**src/verilog/riscv_pkg.sv**
```systemverilog
package riscv_pkg;

   // Machine word width
   localparam int XLEN = 32;

   typedef logic [XLEN-1:0] word_t;     // Data, address and instruction word
   typedef logic [4:0]      reg_addr_t; // Register index x0..x31
   typedef logic [3:0]      alu_op_t;   // ALU operation select

   // ALU operations
   localparam alu_op_t ALU_ADD = 4'd0;
   localparam alu_op_t ALU_SUB = 4'd1;
   localparam alu_op_t ALU_AND = 4'd2;
   localparam alu_op_t ALU_OR  = 4'd3;
   localparam alu_op_t ALU_XOR = 4'd4;
   localparam alu_op_t ALU_SLT = 4'd5;

   // Major opcodes of the supported subset
   localparam logic [6:0] OPC_RTYPE  = 7'b0110011; // ADD SUB AND OR XOR SLT
   localparam logic [6:0] OPC_ITYPE  = 7'b0010011; // ADDI
   localparam logic [6:0] OPC_LOAD   = 7'b0000011; // LW
   localparam logic [6:0] OPC_STORE  = 7'b0100011; // SW
   localparam logic [6:0] OPC_BRANCH = 7'b1100011; // BEQ

   // ADDI x0, x0, 0
   localparam word_t NOP_INSTR = 32'h0000_0013;

endpackage

```
**src/verilog/riscv_fetch.sv**
```systemverilog
`timescale 1ns/1ps

module riscv_fetch #(
   parameter riscv_pkg::word_t RESET_PC = '0
) (
   input  logic             clk,
   input  logic             reset_i,
   input  logic             stall_i,         // Load-use hold from decode
   input  logic             branch_taken_i,  // Redirect from execute
   input  riscv_pkg::word_t branch_target_i,
   input  riscv_pkg::word_t inst_i,
   output riscv_pkg::word_t inst_addr_o,
   output logic             inst_ce_o,
   output riscv_pkg::word_t id_instr_o,
   output riscv_pkg::word_t id_pc_o
);

   riscv_pkg::word_t pc_q;
   logic             ce_q;

   // PC register and next-PC choice
   always_ff @(posedge clk) begin
      if (reset_i) begin
         pc_q <= RESET_PC;
         ce_q <= 1'b0;
      end else begin
         ce_q <= 1'b1;                            // Fetch runs from here on
         if (branch_taken_i) begin
            pc_q <= branch_target_i;              // Taken BEQ wins over stall
         end else if (ce_q && !stall_i) begin
            pc_q <= pc_q + riscv_pkg::word_t'(4);
         end
      end
   end

   // Fetch/decode register, instruction part
   always_ff @(posedge clk) begin
      if (reset_i) begin
         id_instr_o <= riscv_pkg::NOP_INSTR;
      end else if (branch_taken_i) begin
         id_instr_o <= riscv_pkg::NOP_INSTR;      // Squash younger fetch
      end else if (!stall_i) begin
         id_instr_o <= ce_q ? inst_i : riscv_pkg::NOP_INSTR;
      end
   end

   // PC of the instruction handed to decode
   always_ff @(posedge clk) begin
      if (!stall_i) begin
         id_pc_o <= pc_q;
      end
   end

   assign inst_addr_o = pc_q;
   assign inst_ce_o   = ce_q;

   // Branch targets come from execute, so alignment depends on the immediates
   a_pc_aligned: assert property (@(posedge clk) disable iff (reset_i)
      pc_q[1:0] == 2'b00);

endmodule

```
**src/verilog/riscv_decode.sv**
```systemverilog
`timescale 1ns/1ps

module riscv_decode (
   input  logic                 clk,
   input  logic                 reset_i,
   input  riscv_pkg::word_t     instr_i,
   input  riscv_pkg::word_t     pc_i,
   input  logic                 flush_i,
   input  riscv_pkg::word_t     rs1_data_i,
   input  riscv_pkg::word_t     rs2_data_i,
   output riscv_pkg::reg_addr_t rs1_addr_o,
   output riscv_pkg::reg_addr_t rs2_addr_o,
   output logic                 stall_o,
   output riscv_pkg::reg_addr_t ex_rs1_o,
   output riscv_pkg::reg_addr_t ex_rs2_o,
   output riscv_pkg::reg_addr_t ex_rd_o,
   output riscv_pkg::word_t     ex_op1_o,
   output riscv_pkg::word_t     ex_op2_o,
   output riscv_pkg::word_t     ex_imm_o,
   output riscv_pkg::word_t     ex_pc_o,
   output riscv_pkg::alu_op_t   ex_alu_op_o,
   output logic                 ex_alu_src_o,
   output logic                 ex_mem_read_o,
   output logic                 ex_mem_write_o,
   output logic                 ex_reg_write_o,
   output logic                 ex_branch_o
);

   logic [6:0]         opcode;
   logic [2:0]         funct3;
   riscv_pkg::word_t   imm;
   riscv_pkg::alu_op_t alu_op;
   logic               alu_src;
   logic               mem_read;
   logic               mem_write;
   logic               reg_write;
   logic               branch;
   logic               uses_rs2;
   logic               bubble;

   assign opcode     = instr_i[6:0];
   assign funct3     = instr_i[14:12];
   assign rs1_addr_o = instr_i[19:15];
   assign rs2_addr_o = instr_i[24:20];

   always_comb begin
      alu_op    = riscv_pkg::ALU_ADD;
      alu_src   = 1'b0;
      mem_read  = 1'b0;
      mem_write = 1'b0;
      reg_write = 1'b0;
      branch    = 1'b0;
      uses_rs2  = 1'b0;
      imm       = {{20{instr_i[31]}}, instr_i[31:20]};        // I-type
      case (opcode)
         riscv_pkg::OPC_RTYPE: begin
            reg_write = 1'b1;
            uses_rs2  = 1'b1;
            case (funct3)
               3'b000:  alu_op = instr_i[30] ? riscv_pkg::ALU_SUB : riscv_pkg::ALU_ADD;
               3'b111:  alu_op = riscv_pkg::ALU_AND;
               3'b110:  alu_op = riscv_pkg::ALU_OR;
               3'b100:  alu_op = riscv_pkg::ALU_XOR;
               3'b010:  alu_op = riscv_pkg::ALU_SLT;
               default: reg_write = 1'b0;                    // Not in the subset
            endcase
         end
         riscv_pkg::OPC_ITYPE: begin
            alu_src   = 1'b1;
            reg_write = 1'b1;
         end
         riscv_pkg::OPC_LOAD: begin
            alu_src   = 1'b1;
            mem_read  = 1'b1;
            reg_write = 1'b1;
         end
         riscv_pkg::OPC_STORE: begin
            alu_src   = 1'b1;
            mem_write = 1'b1;
            uses_rs2  = 1'b1;
            imm       = {{20{instr_i[31]}}, instr_i[31:25], instr_i[11:7]};
         end
         riscv_pkg::OPC_BRANCH: begin
            branch   = 1'b1;
            uses_rs2 = 1'b1;
            alu_op   = riscv_pkg::ALU_SUB;
            imm      = {{19{instr_i[31]}}, instr_i[31], instr_i[7],
                        instr_i[30:25], instr_i[11:8], 1'b0};
         end
         default: ;                                           // Unknown, no effect
      endcase
   end

   // Load in execute feeding this instruction directly
   assign stall_o = ex_mem_read_o && (ex_rd_o != '0) &&
                    ((ex_rd_o == rs1_addr_o) || (uses_rs2 && ex_rd_o == rs2_addr_o));
   assign bubble  = stall_o || flush_i;

   // Decode/execute register, control part
   always_ff @(posedge clk) begin
      if (reset_i || bubble) begin
         ex_mem_read_o  <= 1'b0;
         ex_mem_write_o <= 1'b0;
         ex_reg_write_o <= 1'b0;
         ex_branch_o    <= 1'b0;
      end else begin
         ex_mem_read_o  <= mem_read;
         ex_mem_write_o <= mem_write;
         ex_reg_write_o <= reg_write;
         ex_branch_o    <= branch;
      end
   end

   // Decode/execute register, payload part
   always_ff @(posedge clk) begin
      ex_rs1_o     <= rs1_addr_o;
      ex_rs2_o     <= rs2_addr_o;
      ex_rd_o      <= instr_i[11:7];
      ex_op1_o     <= rs1_data_i;
      ex_op2_o     <= rs2_data_i;
      ex_imm_o     <= imm;
      ex_pc_o      <= pc_i;
      ex_alu_op_o  <= alu_op;
      ex_alu_src_o <= alu_src;
   end

   a_mem_excl: assert property (@(posedge clk) disable iff (reset_i)
      !(ex_mem_read_o && ex_mem_write_o));

endmodule

```
**src/verilog/riscv_regfile.sv**
```systemverilog
`timescale 1ns/1ps

module riscv_regfile (
   input  logic                 clk,
   input  logic                 reset_i,
   input  riscv_pkg::reg_addr_t rs1_addr_i,
   input  riscv_pkg::reg_addr_t rs2_addr_i,
   input  riscv_pkg::reg_addr_t rd_addr_i,
   input  riscv_pkg::word_t     rd_data_i,
   input  logic                 rd_we_i,
   output riscv_pkg::word_t     rs1_data_o,
   output riscv_pkg::word_t     rs2_data_o
);

   riscv_pkg::word_t regs [32];

   always_ff @(posedge clk) begin
      if (reset_i) begin
         for (int i = 0; i < 32; i++) begin
            regs[i] <= '0;
         end
      end else if (rd_we_i && rd_addr_i != '0) begin
         regs[rd_addr_i] <= rd_data_i;                    // x0 stays zero
      end
   end

   // Reads see a write from the same cycle
   assign rs1_data_o = (rs1_addr_i == '0) ? '0 :
                       (rd_we_i && rd_addr_i == rs1_addr_i) ? rd_data_i : regs[rs1_addr_i];
   assign rs2_data_o = (rs2_addr_i == '0) ? '0 :
                       (rd_we_i && rd_addr_i == rs2_addr_i) ? rd_data_i : regs[rs2_addr_i];

endmodule

```
**src/verilog/riscv_execute.sv**
```systemverilog
`timescale 1ns/1ps

module riscv_execute (
   input  logic                 clk,
   input  logic                 reset_i,
   input  riscv_pkg::reg_addr_t ex_rs1_i,
   input  riscv_pkg::reg_addr_t ex_rs2_i,
   input  riscv_pkg::reg_addr_t ex_rd_i,
   input  riscv_pkg::word_t     ex_op1_i,
   input  riscv_pkg::word_t     ex_op2_i,
   input  riscv_pkg::word_t     ex_imm_i,
   input  riscv_pkg::word_t     ex_pc_i,
   input  riscv_pkg::alu_op_t   ex_alu_op_i,
   input  logic                 ex_alu_src_i,
   input  logic                 ex_mem_read_i,
   input  logic                 ex_mem_write_i,
   input  logic                 ex_reg_write_i,
   input  logic                 ex_branch_i,
   input  riscv_pkg::reg_addr_t wb_rd_i,
   input  logic                 wb_reg_write_i,
   input  riscv_pkg::word_t     wb_data_i,
   output logic                 branch_taken_o,
   output riscv_pkg::word_t     branch_target_o,
   output riscv_pkg::word_t     mem_alu_result_o,
   output riscv_pkg::word_t     mem_store_data_o,
   output riscv_pkg::reg_addr_t mem_rd_o,
   output logic                 mem_read_o,
   output logic                 mem_write_o,
   output logic                 mem_reg_write_o
);

   riscv_pkg::word_t opa;
   riscv_pkg::word_t rs2_val;
   riscv_pkg::word_t opb;
   riscv_pkg::word_t alu_res;

   // Newest producer wins, x0 is never forwarded
   function automatic riscv_pkg::word_t fwd_sel(input riscv_pkg::reg_addr_t rs,
                                                input riscv_pkg::word_t rf_val);
      if (rs != '0 && mem_reg_write_o && mem_rd_o == rs) begin
         return mem_alu_result_o;
      end
      if (rs != '0 && wb_reg_write_i && wb_rd_i == rs) begin
         return wb_data_i;
      end
      return rf_val;
   endfunction

   assign opa     = fwd_sel(ex_rs1_i, ex_op1_i);
   assign rs2_val = fwd_sel(ex_rs2_i, ex_op2_i);
   assign opb     = ex_alu_src_i ? ex_imm_i : rs2_val;

   always_comb begin
      case (ex_alu_op_i)
         riscv_pkg::ALU_SUB: alu_res = opa - opb;
         riscv_pkg::ALU_AND: alu_res = opa & opb;
         riscv_pkg::ALU_OR:  alu_res = opa | opb;
         riscv_pkg::ALU_XOR: alu_res = opa ^ opb;
         riscv_pkg::ALU_SLT: alu_res = {31'd0, $signed(opa) < $signed(opb)};
         default:            alu_res = opa + opb;
      endcase
   end

   // BEQ resolves here and flushes fetch and decode
   assign branch_taken_o  = ex_branch_i && (opa == rs2_val);
   assign branch_target_o = ex_pc_i + ex_imm_i;

   // Execute/memory register, control part
   always_ff @(posedge clk) begin
      if (reset_i) begin
         mem_read_o      <= 1'b0;
         mem_write_o     <= 1'b0;
         mem_reg_write_o <= 1'b0;
      end else begin
         mem_read_o      <= ex_mem_read_i;
         mem_write_o     <= ex_mem_write_i;
         mem_reg_write_o <= ex_reg_write_i;
      end
   end

   always_ff @(posedge clk) begin
      mem_alu_result_o <= alu_res;
      mem_store_data_o <= rs2_val;                        // Forwarded store data
      mem_rd_o         <= ex_rd_i;
   end

   // The slot behind a taken branch must arrive as a bubble from decode
   a_flush_bubble: assert property (@(posedge clk) disable iff (reset_i)
      branch_taken_o |=> !(ex_reg_write_i || ex_mem_write_i || ex_mem_read_i || ex_branch_i));

endmodule

```
**src/verilog/riscv_memwb.sv**
```systemverilog
`timescale 1ns/1ps

module riscv_memwb (
   input  logic                 clk,
   input  logic                 reset_i,
   input  riscv_pkg::word_t     alu_result_i,
   input  riscv_pkg::word_t     store_data_i,
   input  riscv_pkg::reg_addr_t rd_i,
   input  logic                 mem_read_i,
   input  logic                 mem_write_i,
   input  logic                 reg_write_i,
   input  riscv_pkg::word_t     data_i,
   output riscv_pkg::word_t     data_addr_o,
   output logic                 data_ce_o,
   output logic                 data_we_o,
   output riscv_pkg::word_t     data_o,
   output riscv_pkg::reg_addr_t wb_rd_o,
   output logic                 wb_reg_write_o,
   output riscv_pkg::word_t     wb_data_o
);

   // Data port, straight from the execute/memory register
   assign data_addr_o = alu_result_i;                    // LW/SW effective address
   assign data_ce_o   = mem_read_i || mem_write_i;
   assign data_we_o   = mem_write_i;
   assign data_o      = store_data_i;

   always_ff @(posedge clk) begin
      if (reset_i) begin
         wb_reg_write_o <= 1'b0;
      end else begin
         wb_reg_write_o <= reg_write_i;
      end
   end

   // Writeback select, load data or ALU result
   always_ff @(posedge clk) begin
      wb_rd_o   <= rd_i;
      wb_data_o <= mem_read_i ? data_i : alu_result_i;
   end

endmodule

```
**src/verilog/riscv_core.sv**
```systemverilog
`timescale 1ns/1ps

module riscv_core #(
   parameter riscv_pkg::word_t RESET_PC = '0
) (
   input  logic             clk,
   input  logic             reset_i,
   input  riscv_pkg::word_t inst_i,
   input  riscv_pkg::word_t data_i,
   output riscv_pkg::word_t inst_addr_o,
   output logic             inst_ce_o,
   output riscv_pkg::word_t data_addr_o,
   output logic             data_ce_o,
   output logic             data_we_o,
   output riscv_pkg::word_t data_o
);

   // Fetch to decode
   riscv_pkg::word_t     if_id_instr;
   riscv_pkg::word_t     if_id_pc;
   logic                 stall;
   // Execute to fetch and decode
   logic                 branch_taken;
   riscv_pkg::word_t     branch_target;
   // Register file read ports
   riscv_pkg::reg_addr_t rs1_addr;
   riscv_pkg::reg_addr_t rs2_addr;
   riscv_pkg::word_t     rs1_data;
   riscv_pkg::word_t     rs2_data;
   // Decode/execute register
   riscv_pkg::reg_addr_t ex_rs1;
   riscv_pkg::reg_addr_t ex_rs2;
   riscv_pkg::reg_addr_t ex_rd;
   riscv_pkg::word_t     ex_op1;
   riscv_pkg::word_t     ex_op2;
   riscv_pkg::word_t     ex_imm;
   riscv_pkg::word_t     ex_pc;
   riscv_pkg::alu_op_t   ex_alu_op;
   logic                 ex_alu_src;
   logic                 ex_mem_read;
   logic                 ex_mem_write;
   logic                 ex_reg_write;
   logic                 ex_branch;
   // Execute/memory register
   riscv_pkg::word_t     mem_alu_result;
   riscv_pkg::word_t     mem_store_data;
   riscv_pkg::reg_addr_t mem_rd;
   logic                 mem_read;
   logic                 mem_write;
   logic                 mem_reg_write;
   // Writeback
   riscv_pkg::reg_addr_t wb_rd;
   logic                 wb_reg_write;
   riscv_pkg::word_t     wb_data;

   riscv_fetch #(.RESET_PC(RESET_PC)) u_fetch (
      .clk(clk), .reset_i(reset_i), .stall_i(stall),
      .branch_taken_i(branch_taken), .branch_target_i(branch_target),
      .inst_i(inst_i), .inst_addr_o(inst_addr_o), .inst_ce_o(inst_ce_o),
      .id_instr_o(if_id_instr), .id_pc_o(if_id_pc));

   riscv_decode u_decode (
      .clk(clk), .reset_i(reset_i), .instr_i(if_id_instr), .pc_i(if_id_pc),
      .flush_i(branch_taken), .rs1_data_i(rs1_data), .rs2_data_i(rs2_data),
      .rs1_addr_o(rs1_addr), .rs2_addr_o(rs2_addr), .stall_o(stall),
      .ex_rs1_o(ex_rs1), .ex_rs2_o(ex_rs2), .ex_rd_o(ex_rd),
      .ex_op1_o(ex_op1), .ex_op2_o(ex_op2), .ex_imm_o(ex_imm), .ex_pc_o(ex_pc),
      .ex_alu_op_o(ex_alu_op), .ex_alu_src_o(ex_alu_src),
      .ex_mem_read_o(ex_mem_read), .ex_mem_write_o(ex_mem_write),
      .ex_reg_write_o(ex_reg_write), .ex_branch_o(ex_branch));

   riscv_regfile u_regfile (
      .clk(clk), .reset_i(reset_i), .rs1_addr_i(rs1_addr), .rs2_addr_i(rs2_addr),
      .rd_addr_i(wb_rd), .rd_data_i(wb_data), .rd_we_i(wb_reg_write),
      .rs1_data_o(rs1_data), .rs2_data_o(rs2_data));

   riscv_execute u_execute (
      .clk(clk), .reset_i(reset_i),
      .ex_rs1_i(ex_rs1), .ex_rs2_i(ex_rs2), .ex_rd_i(ex_rd),
      .ex_op1_i(ex_op1), .ex_op2_i(ex_op2), .ex_imm_i(ex_imm), .ex_pc_i(ex_pc),
      .ex_alu_op_i(ex_alu_op), .ex_alu_src_i(ex_alu_src),
      .ex_mem_read_i(ex_mem_read), .ex_mem_write_i(ex_mem_write),
      .ex_reg_write_i(ex_reg_write), .ex_branch_i(ex_branch),
      .wb_rd_i(wb_rd), .wb_reg_write_i(wb_reg_write), .wb_data_i(wb_data),
      .branch_taken_o(branch_taken), .branch_target_o(branch_target),
      .mem_alu_result_o(mem_alu_result), .mem_store_data_o(mem_store_data),
      .mem_rd_o(mem_rd), .mem_read_o(mem_read), .mem_write_o(mem_write),
      .mem_reg_write_o(mem_reg_write));

   riscv_memwb u_memwb (
      .clk(clk), .reset_i(reset_i), .alu_result_i(mem_alu_result),
      .store_data_i(mem_store_data), .rd_i(mem_rd), .mem_read_i(mem_read),
      .mem_write_i(mem_write), .reg_write_i(mem_reg_write), .data_i(data_i),
      .data_addr_o(data_addr_o), .data_ce_o(data_ce_o), .data_we_o(data_we_o),
      .data_o(data_o), .wb_rd_o(wb_rd), .wb_reg_write_o(wb_reg_write),
      .wb_data_o(wb_data));

endmodule

```
**config.mk**
```make
export PLATFORM = sky130hd
export DESIGN_NAME = riscv_core
export DESIGN_NICKNAME = d
export VERILOG_FILES = /design/src/verilog/riscv_pkg.sv /design/src/verilog/riscv_fetch.sv /design/src/verilog/riscv_decode.sv /design/src/verilog/riscv_regfile.sv /design/src/verilog/riscv_execute.sv /design/src/verilog/riscv_memwb.sv /design/src/verilog/riscv_core.sv
export SDC_FILE = /design/constraint.sdc
export NUM_CORES = 2
export LEC_CHECK = 0
export BUFFER_PORTS_ARGS = -buffer_cell sky130_fd_sc_hd__buf_2
export CORE_AREA = 2 2 462 464
export DETAILED_ROUTE_END_ITERATION = 8
export DIE_AREA = 0 0 464 466
export PLACE_DENSITY = 0.61
export SLEW_MARGIN = 20
export SYNTH_ARGS = -nofsm -noshare
export SYNTH_HDL_FRONTEND = slang
export SYNTH_SLANG_ARGS = --single-unit
```
**constraint.sdc**
```tcl
create_clock -name clk -period 6.5 [get_ports clk]
set_input_delay 1.625 -clock clk [delete_from_list [all_inputs] [get_ports clk]]
set_output_delay 1.625 -clock clk [all_outputs]
set_load 0.02 [all_outputs]
```
* Yosys cells after proc, flatten, opt, wreduce, memory -nomap -nowiden
Memory sizes are Yosys's and may differ from the RTL's. A register that Yosys moved wholly into a read port is not among the register bits. Index checks and enable logic that the tools add are counted.
Cells by class: bitwise logic cells 3, equal/unequal tests 23, reduce and logical (&&, ||, !) cells 35, $add $sub $neg 4, order comparisons 1, muxes and demuxes 46
Operator list (number):
- 32-bit two-way mux | 16
- 32-bit one-hot mux with 5 select lines | 1
- 32-bit adder | 2
- 5-bit == test | 8
- 32-bit by 3-bit adder with 32-bit output, second input constant | 1
- 32-bit AND | 1
- 32-bit == test | 1
- 32-bit < comparator | 1
- 32-bit bitwise OR | 1
- 32-bit OR reduction | 1
- 32-bit subtractor | 1
- 32-bit bitwise XOR | 1
- 5-bit two-way mux | 5
- 12-bit one-hot mux with 2 select lines | 1
- 1-bit two-way mux | 20
- 4-bit one-hot mux with 5 select lines | 1
- 5-bit nonzero test | 4
- 1-bit logical AND | 16
- 7-bit by 6-bit == test with 1-bit output, second input constant | 2
- 5-bit zero test | 2
- 3-bit == test, second input constant | 3
- 4-bit by 2-bit == test with 1-bit output, second input constant | 2
- 4-bit by 3-bit == test with 1-bit output, second input constant | 2
- 4-bit one-hot mux with 2 select lines | 1
- other kinds (13) | 18
Storage, ports and cells: output and inout port bits 99, bits in registers 340, memories 1, RAM bits 1024
Memories:
- u_regfile.regs | depth 32, width 32, rd ports 2, clocked after memory_dff 2, write ports 32, line riscv_regfile.sv:15 | riscv_pkg::word_t regs [32];

* Logic depth before layout (Yosys ltp)
depth in word-level cells 11, depth in mapped cells 23, depth with buffers taken out 18

* Cells and area by module
From an unflattened synthesis, not the netlist that was laid out.
Second synthesis, totals: cells, all modules 5930, area, all modules 74470.2 µm²
Modules (own cells, without submodules):
- riscv_regfile | times used 1, area each 55061.6 µm², seq. area each 30749.5 µm², cells each 3802
- riscv_execute | times used 1, area each 10466.3 µm², seq. area each 1441.4 µm², cells each 1401
- riscv_fetch | times used 1, area each 3865.0 µm², seq. area each 2262.2 µm², cells each 359
- riscv_decode | times used 1, area each 3275.6 µm², seq. area each 2642.5 µm², cells each 227
- riscv_memwb | times used 1, area each 1801.7 µm², seq. area each 760.7 µm², cells each 141

* Least setup slack after synthesis
OpenSTA, ideal clock, no wires.
path type input-to-reg, start input port reset_i, end memory u_regfile.regs[12][0] (netlist name) (enable), arrival time 4.794 ns, slack 1.240 ns, library setup time 0.466 ns, buffers on the path 3, stages 6, path through nor2b_1 > nand4bb_1 > clkbuf_1 > clkbuf_1 > clkbuf_1 > o21ai_0
RTL lines:
- from (decl) | line riscv_core.sv:7 | input logic reset_i,
- to (decl) | line riscv_regfile.sv:15

* Final worst setup path
start register u_decode.ex_rs2_o[0], end register u_execute.mem_alu_result_o[28]
Between the ends: cells in the longest elaborated chain, start to end 10
RTL lines:
- from (decl) | line riscv_decode.sv:15 | output riscv_pkg::reg_addr_t ex_rs2_o,
- from (signal assigned) | line riscv_decode.sv:117 | ex_rs2_o <= rs2_addr_o;
- 5-bit nonzero test | line riscv_execute.sv:40, riscv_execute.sv:43
- 1-bit logical AND (2 in series) | line riscv_execute.sv:43 | if (rs != '0 && wb_reg_write_i && wb_rd_i == rs) begin
- 1-bit two-way mux (2 in series) | line riscv_execute.sv:43
- 32-bit two-way mux | line riscv_execute.sv:46 | return rf_val;
- 32-bit two-way mux * | line riscv_execute.sv:43
- 32-bit two-way mux * | line riscv_execute.sv:51 | assign opb = ex_alu_src_i ? ex_imm_i : rs2_val;
- 32-bit adder, or another cell as far along | line riscv_execute.sv:60 | default: alu_res = opa + opb;
- 32-bit one-hot mux with 5 select lines * | line riscv_execute.sv:54 | case (ex_alu_op_i)
- named net u_execute.alu_res[28] | line riscv_execute.sv:35 | riscv_pkg::word_t alu_res;
- to (signal assigned) | line riscv_execute.sv:82 | mem_alu_result_o <= alu_res;
- to (decl) | line riscv_execute.sv:24 | output riscv_pkg::word_t mem_alu_result_o,
The timed path passes the listed nets; every way through them passes the cells marked *. The select of a mux whose other input is x is not followed. A chain may end at the register's enable or synchronous reset.

==> flow_summary.json <==
{
  "route.met2.wl_um": 113000,
  "syn_area_per_cell_um2": 13.2,
  "dpl-instance-area_mm2": 0.0781,
  "largest_net_degree_at_the_start_of_global_routing": 85,
  "layout.cells.most_common": "sky130_fd_sc_hd__edfxtp_1",
  "final.min_clock_period_ps": 5980,
  "critPathRequiredTime_ps": 7190,
  "clkTransAtPathRegs_ps": 60,
  "initial_core_util_pct": 34.8,
  "hold_fix_buffers_cts": 0,
  "track_usage_pct": 21.9,
  "first_pass_grt_wire_length_um": 350000,
  "route.detailed.wl_per_inst_um": 28.3,
  "cts_repair_resize_count": 0,
  "seq_area_frac_synth_pct": 51.8,
  "hp-class": "flip-flop to flip-flop",
  "slew_headroom_pct": 20.4,
  "timing.critical_path.to_type": "flip-flop",
  "cts_buffers": 150,
  "final-setup-viol-count": 0,
  "grt_antenna_before_repair": 10,
  "synth_flop_cell": "sky130_fd_sc_hd__edfxtp_1",
  "crit_start": "u_decode.ex_rs2_o[0]$_DFF_P_",
  "wl_met3_um": 23500,
  "ff_latch_area_mm2": 0.0381,
  "critical_path_peak_fanout": 17,
  "vias": 50244,
  "synth_edf_count": 1056,
  "via_count_of_the_first_global_routing_pass": 49588,
  "num_io_pins": 165,
  "layout_setup_ws_ps": 524,
  "layout.filler_cells": 19610,
  "area.growth.synth_to_final_pct": 12.8,
  "vias_per_cell": 5.90,
  "synth.distinct_cells": 86,
  "worstMarginPinSlew_ps": 1160,
  "final_worst_clock_skew_ps": 46.9,
  "critPathArrivalTime_ps": 6660,
  "drive_above_1_share_pct": 23.5,
  "place_hpwl_um": 149000,
  "drt_pass1_iterations": 9,
  "height_of_the_die_um": 466,
  "final_hold_viol_count": 0,
  "design_area_mm2": 0.0830,
  "die_w_um": 464,
  "crit_path_max_incr_delay_ps": 590,
  "max_cap_violations": 0,
  "p_leak_nw": 28.7,
  "worst-setup-path-type": "flip-flop to flip-flop",
  "placement.setup.worst_slack_ps": 680,
  "ys.warnings.count": 0,
  "type_of_element_launching_the_critical_path": "flip-flop",
  "routed_length_on_met1_um": 96000,
  "netlist_instances": 5587,
  "power.density_cell_area_mw_per_mm2": 278,
  "clkLatencyLatePin_ps": 820,
  "min_period_over_period_pct": 91.9,
  "clock_tree.buffer_depth": 3,
  "design.core.area_mm2": 0.211,
  "synth-seq-cells": 1373,
  "outcome": "finished, final reports clean",
  "highest_layer": "met5",
  "rows": 169,
  "gpl.final_weighted_congestion": 0.959,
  "nNetsFinal": 5769,
  "remaining_number_of_nets_flagged_by_the_antenna_check_after_routing": 0,
  "port_buffers": 164,
  "min-delay-start": "u_fetch.id_pc_o[6]$_DFFE_PN_",
  "clock_sink_count": 1373,
  "postSynth.asyncResetShare_pct": 0,
  "unrepaired_setup_endpoints_after_global_routing": "false",
  "tns_setup_ps": 0,
  "drt_iter0_drc": 6949,
  "design.die.area_mm2": 0.216,
  "final.hold.worst_slack_ps": 316,
  "grt_overflow": 0,
  "design_power_total_mw": 23.1,
  "netlist_area_mm2": 0.0735,
  "most-common-layout-cells": "sky130_fd_sc_hd__edfxtp_1, sky130_fd_sc_hd__and2_1, sky130_fd_sc_hd__mux4_2",
  "cts_max_level": 4,
  "post-route-drc-count": 0,
  "post_cts_buffers": 0,
  "timing.critical_path.cells": "or4_4 > o211ai_4 > buf_4 > nor2_2 > o31ai_1 > o21ai_0 > ha_1 > fa_1 > o21ba_2 > o2111a_1 > o31a_1 > a211oi_1 > o21ai_0 > a21oi_1 > a311oi_1 > o21a_1 > nor4_1 > a21oi_1",
  "detail_route.wirelength_um": 241000,
  "cts_root_buf": "sky130_fd_sc_hd__clkbuf_16",
  "cts_tree": "built",
  "reg2reg_from": "u_decode.ex_rs2_o[0]$_DFF_P_",
  "critical-path-slowest-cell": "sky130_fd_sc_hd__or4_4",
  "timing_max_transition_violations_final": 0,
  "vdd_ir_drop_max_mv": 0.321,
  "fmax_mhz": 167,
  "multi_input_comb_area_mm2": 0.0336
}
[logic make-up after synthesis]
kind of cell | after synthesis | share of synthesized area [%]
buf+inv | 680 | 3.54
mux | 753 | 21.2
compound gates | 764 | 6.78
fa+ha+maj | 131 | 2.26
flops | 1373 | 51.8
xor+xnor | 141 | 1.68
simple gates | 1744 | 12.8
other cells | 1 | 0.00510
[cell usage after synthesis, drive strengths merged (12+ instances only)]
master     n  area share (%)
edfxtp  1056              43
and2     751             6.4
mux4     640              20
clkbuf   413             2.1
nor3     347             2.4
dfxtp    317             8.6
nor2     246             1.3
a21oi    197             1.3
nand2    161            0.83
o21ai    160             1.1
inv      149            0.76
ha       128             2.2
buf      116            0.66
nand3    113            0.77
xnor2    103             1.2
a211oi    84            0.86
mux2i     84             1.1
a31oi     56            0.48
xor2      38            0.45
a21o      33            0.34
mux2      29            0.44
o22ai     26            0.22
o21bai    24            0.25
o31ai     21            0.24
nand4     19            0.16
a31o      18            0.21
o21a      17            0.17
nand2b    16            0.14
and3      15            0.13
o22a      15            0.18
a221oi    14            0.17
nor4      14            0.14
o211ai    13            0.18
nor2b     12            0.10
[registers in the layout, summed over array words and instances (netlist names), 5 cells and up, named ones only]
name and flops:
u_memwb.wb_data_o 32, u_regfile.regs 1024, u_memwb.wb_rd_o 5, u_decode.ex_rs2_o 5, u_execute.mem_rd_o 5, u_decode.ex_imm_o 13, u_execute.mem_store_data_o 32, u_execute.mem_alu_result_o 32
u_fetch.id_instr_o 32, u_decode.ex_op2_o 32, u_decode.ex_rs1_o 5, u_decode.ex_pc_o 32, u_fetch.inst_addr_o 32, u_decode.ex_op1_o 32, u_decode.ex_rd_o 5, u_fetch.id_pc_o 32
[through the flow]
stage                     instances  util (%)
after floorplan                5618         -
after global placement         8240      37.0
after detailed placement       8241      37.0
after CTS                      8518      39.3
after global routing           8518      39.3
final                          8521      39.3
[routing by layer]
metal,global-route usage (%),up-vias
li1,-,21226
met1,29.3,25770
met2,35.3,2739
met3,4.83,501
met4,7.46,8
met5,0,-
[worst paths after layout]
path / slack (ps) / end / cells after the start
min: 320 / u_decode.ex_pc_o[6]$_DFF_P_ / 0
max: 520 / u_execute.mem_alu_result_o[28]$_DFF_P_ / 18
max reg2reg: 520 / u_execute.mem_alu_result_o[28]$_DFF_P_ / 18
min reg2reg: 320 / u_decode.ex_pc_o[6]$_DFF_P_ / 0
[worst max-delay path, delay by kind of cell, from the launching register on]
| kind | cells | cell delay [ps] |
|---|---|---|
| flops | 1 | 340 |
| fa+ha+maj | 2 | 770 |
| simple gates | 3 | 980 |
| compound gates | 12 | 3500 |
| buf+inv | 1 | 270 |
[cell type report]
type	instances	share of cell area, %
multi-input combinational	3565	40.5
sequential	1373	45.9
clock buffer	193	4.86
inverter	151	0.686
antenna	3	0.00905
tap	2821	4.25
clock inverter	84	0.937
timing repair buffer	331	2.83
[report_power, final]
group	leakage, nW	switching, mW	internal [mW]
Sequential	13.6	0.517	9.92
Combinational	12.8	2.80	1.39
Clock	2.33	3.74	4.74
Total	28.7	7.06	16.0
(Power assumes the default switching activity.)
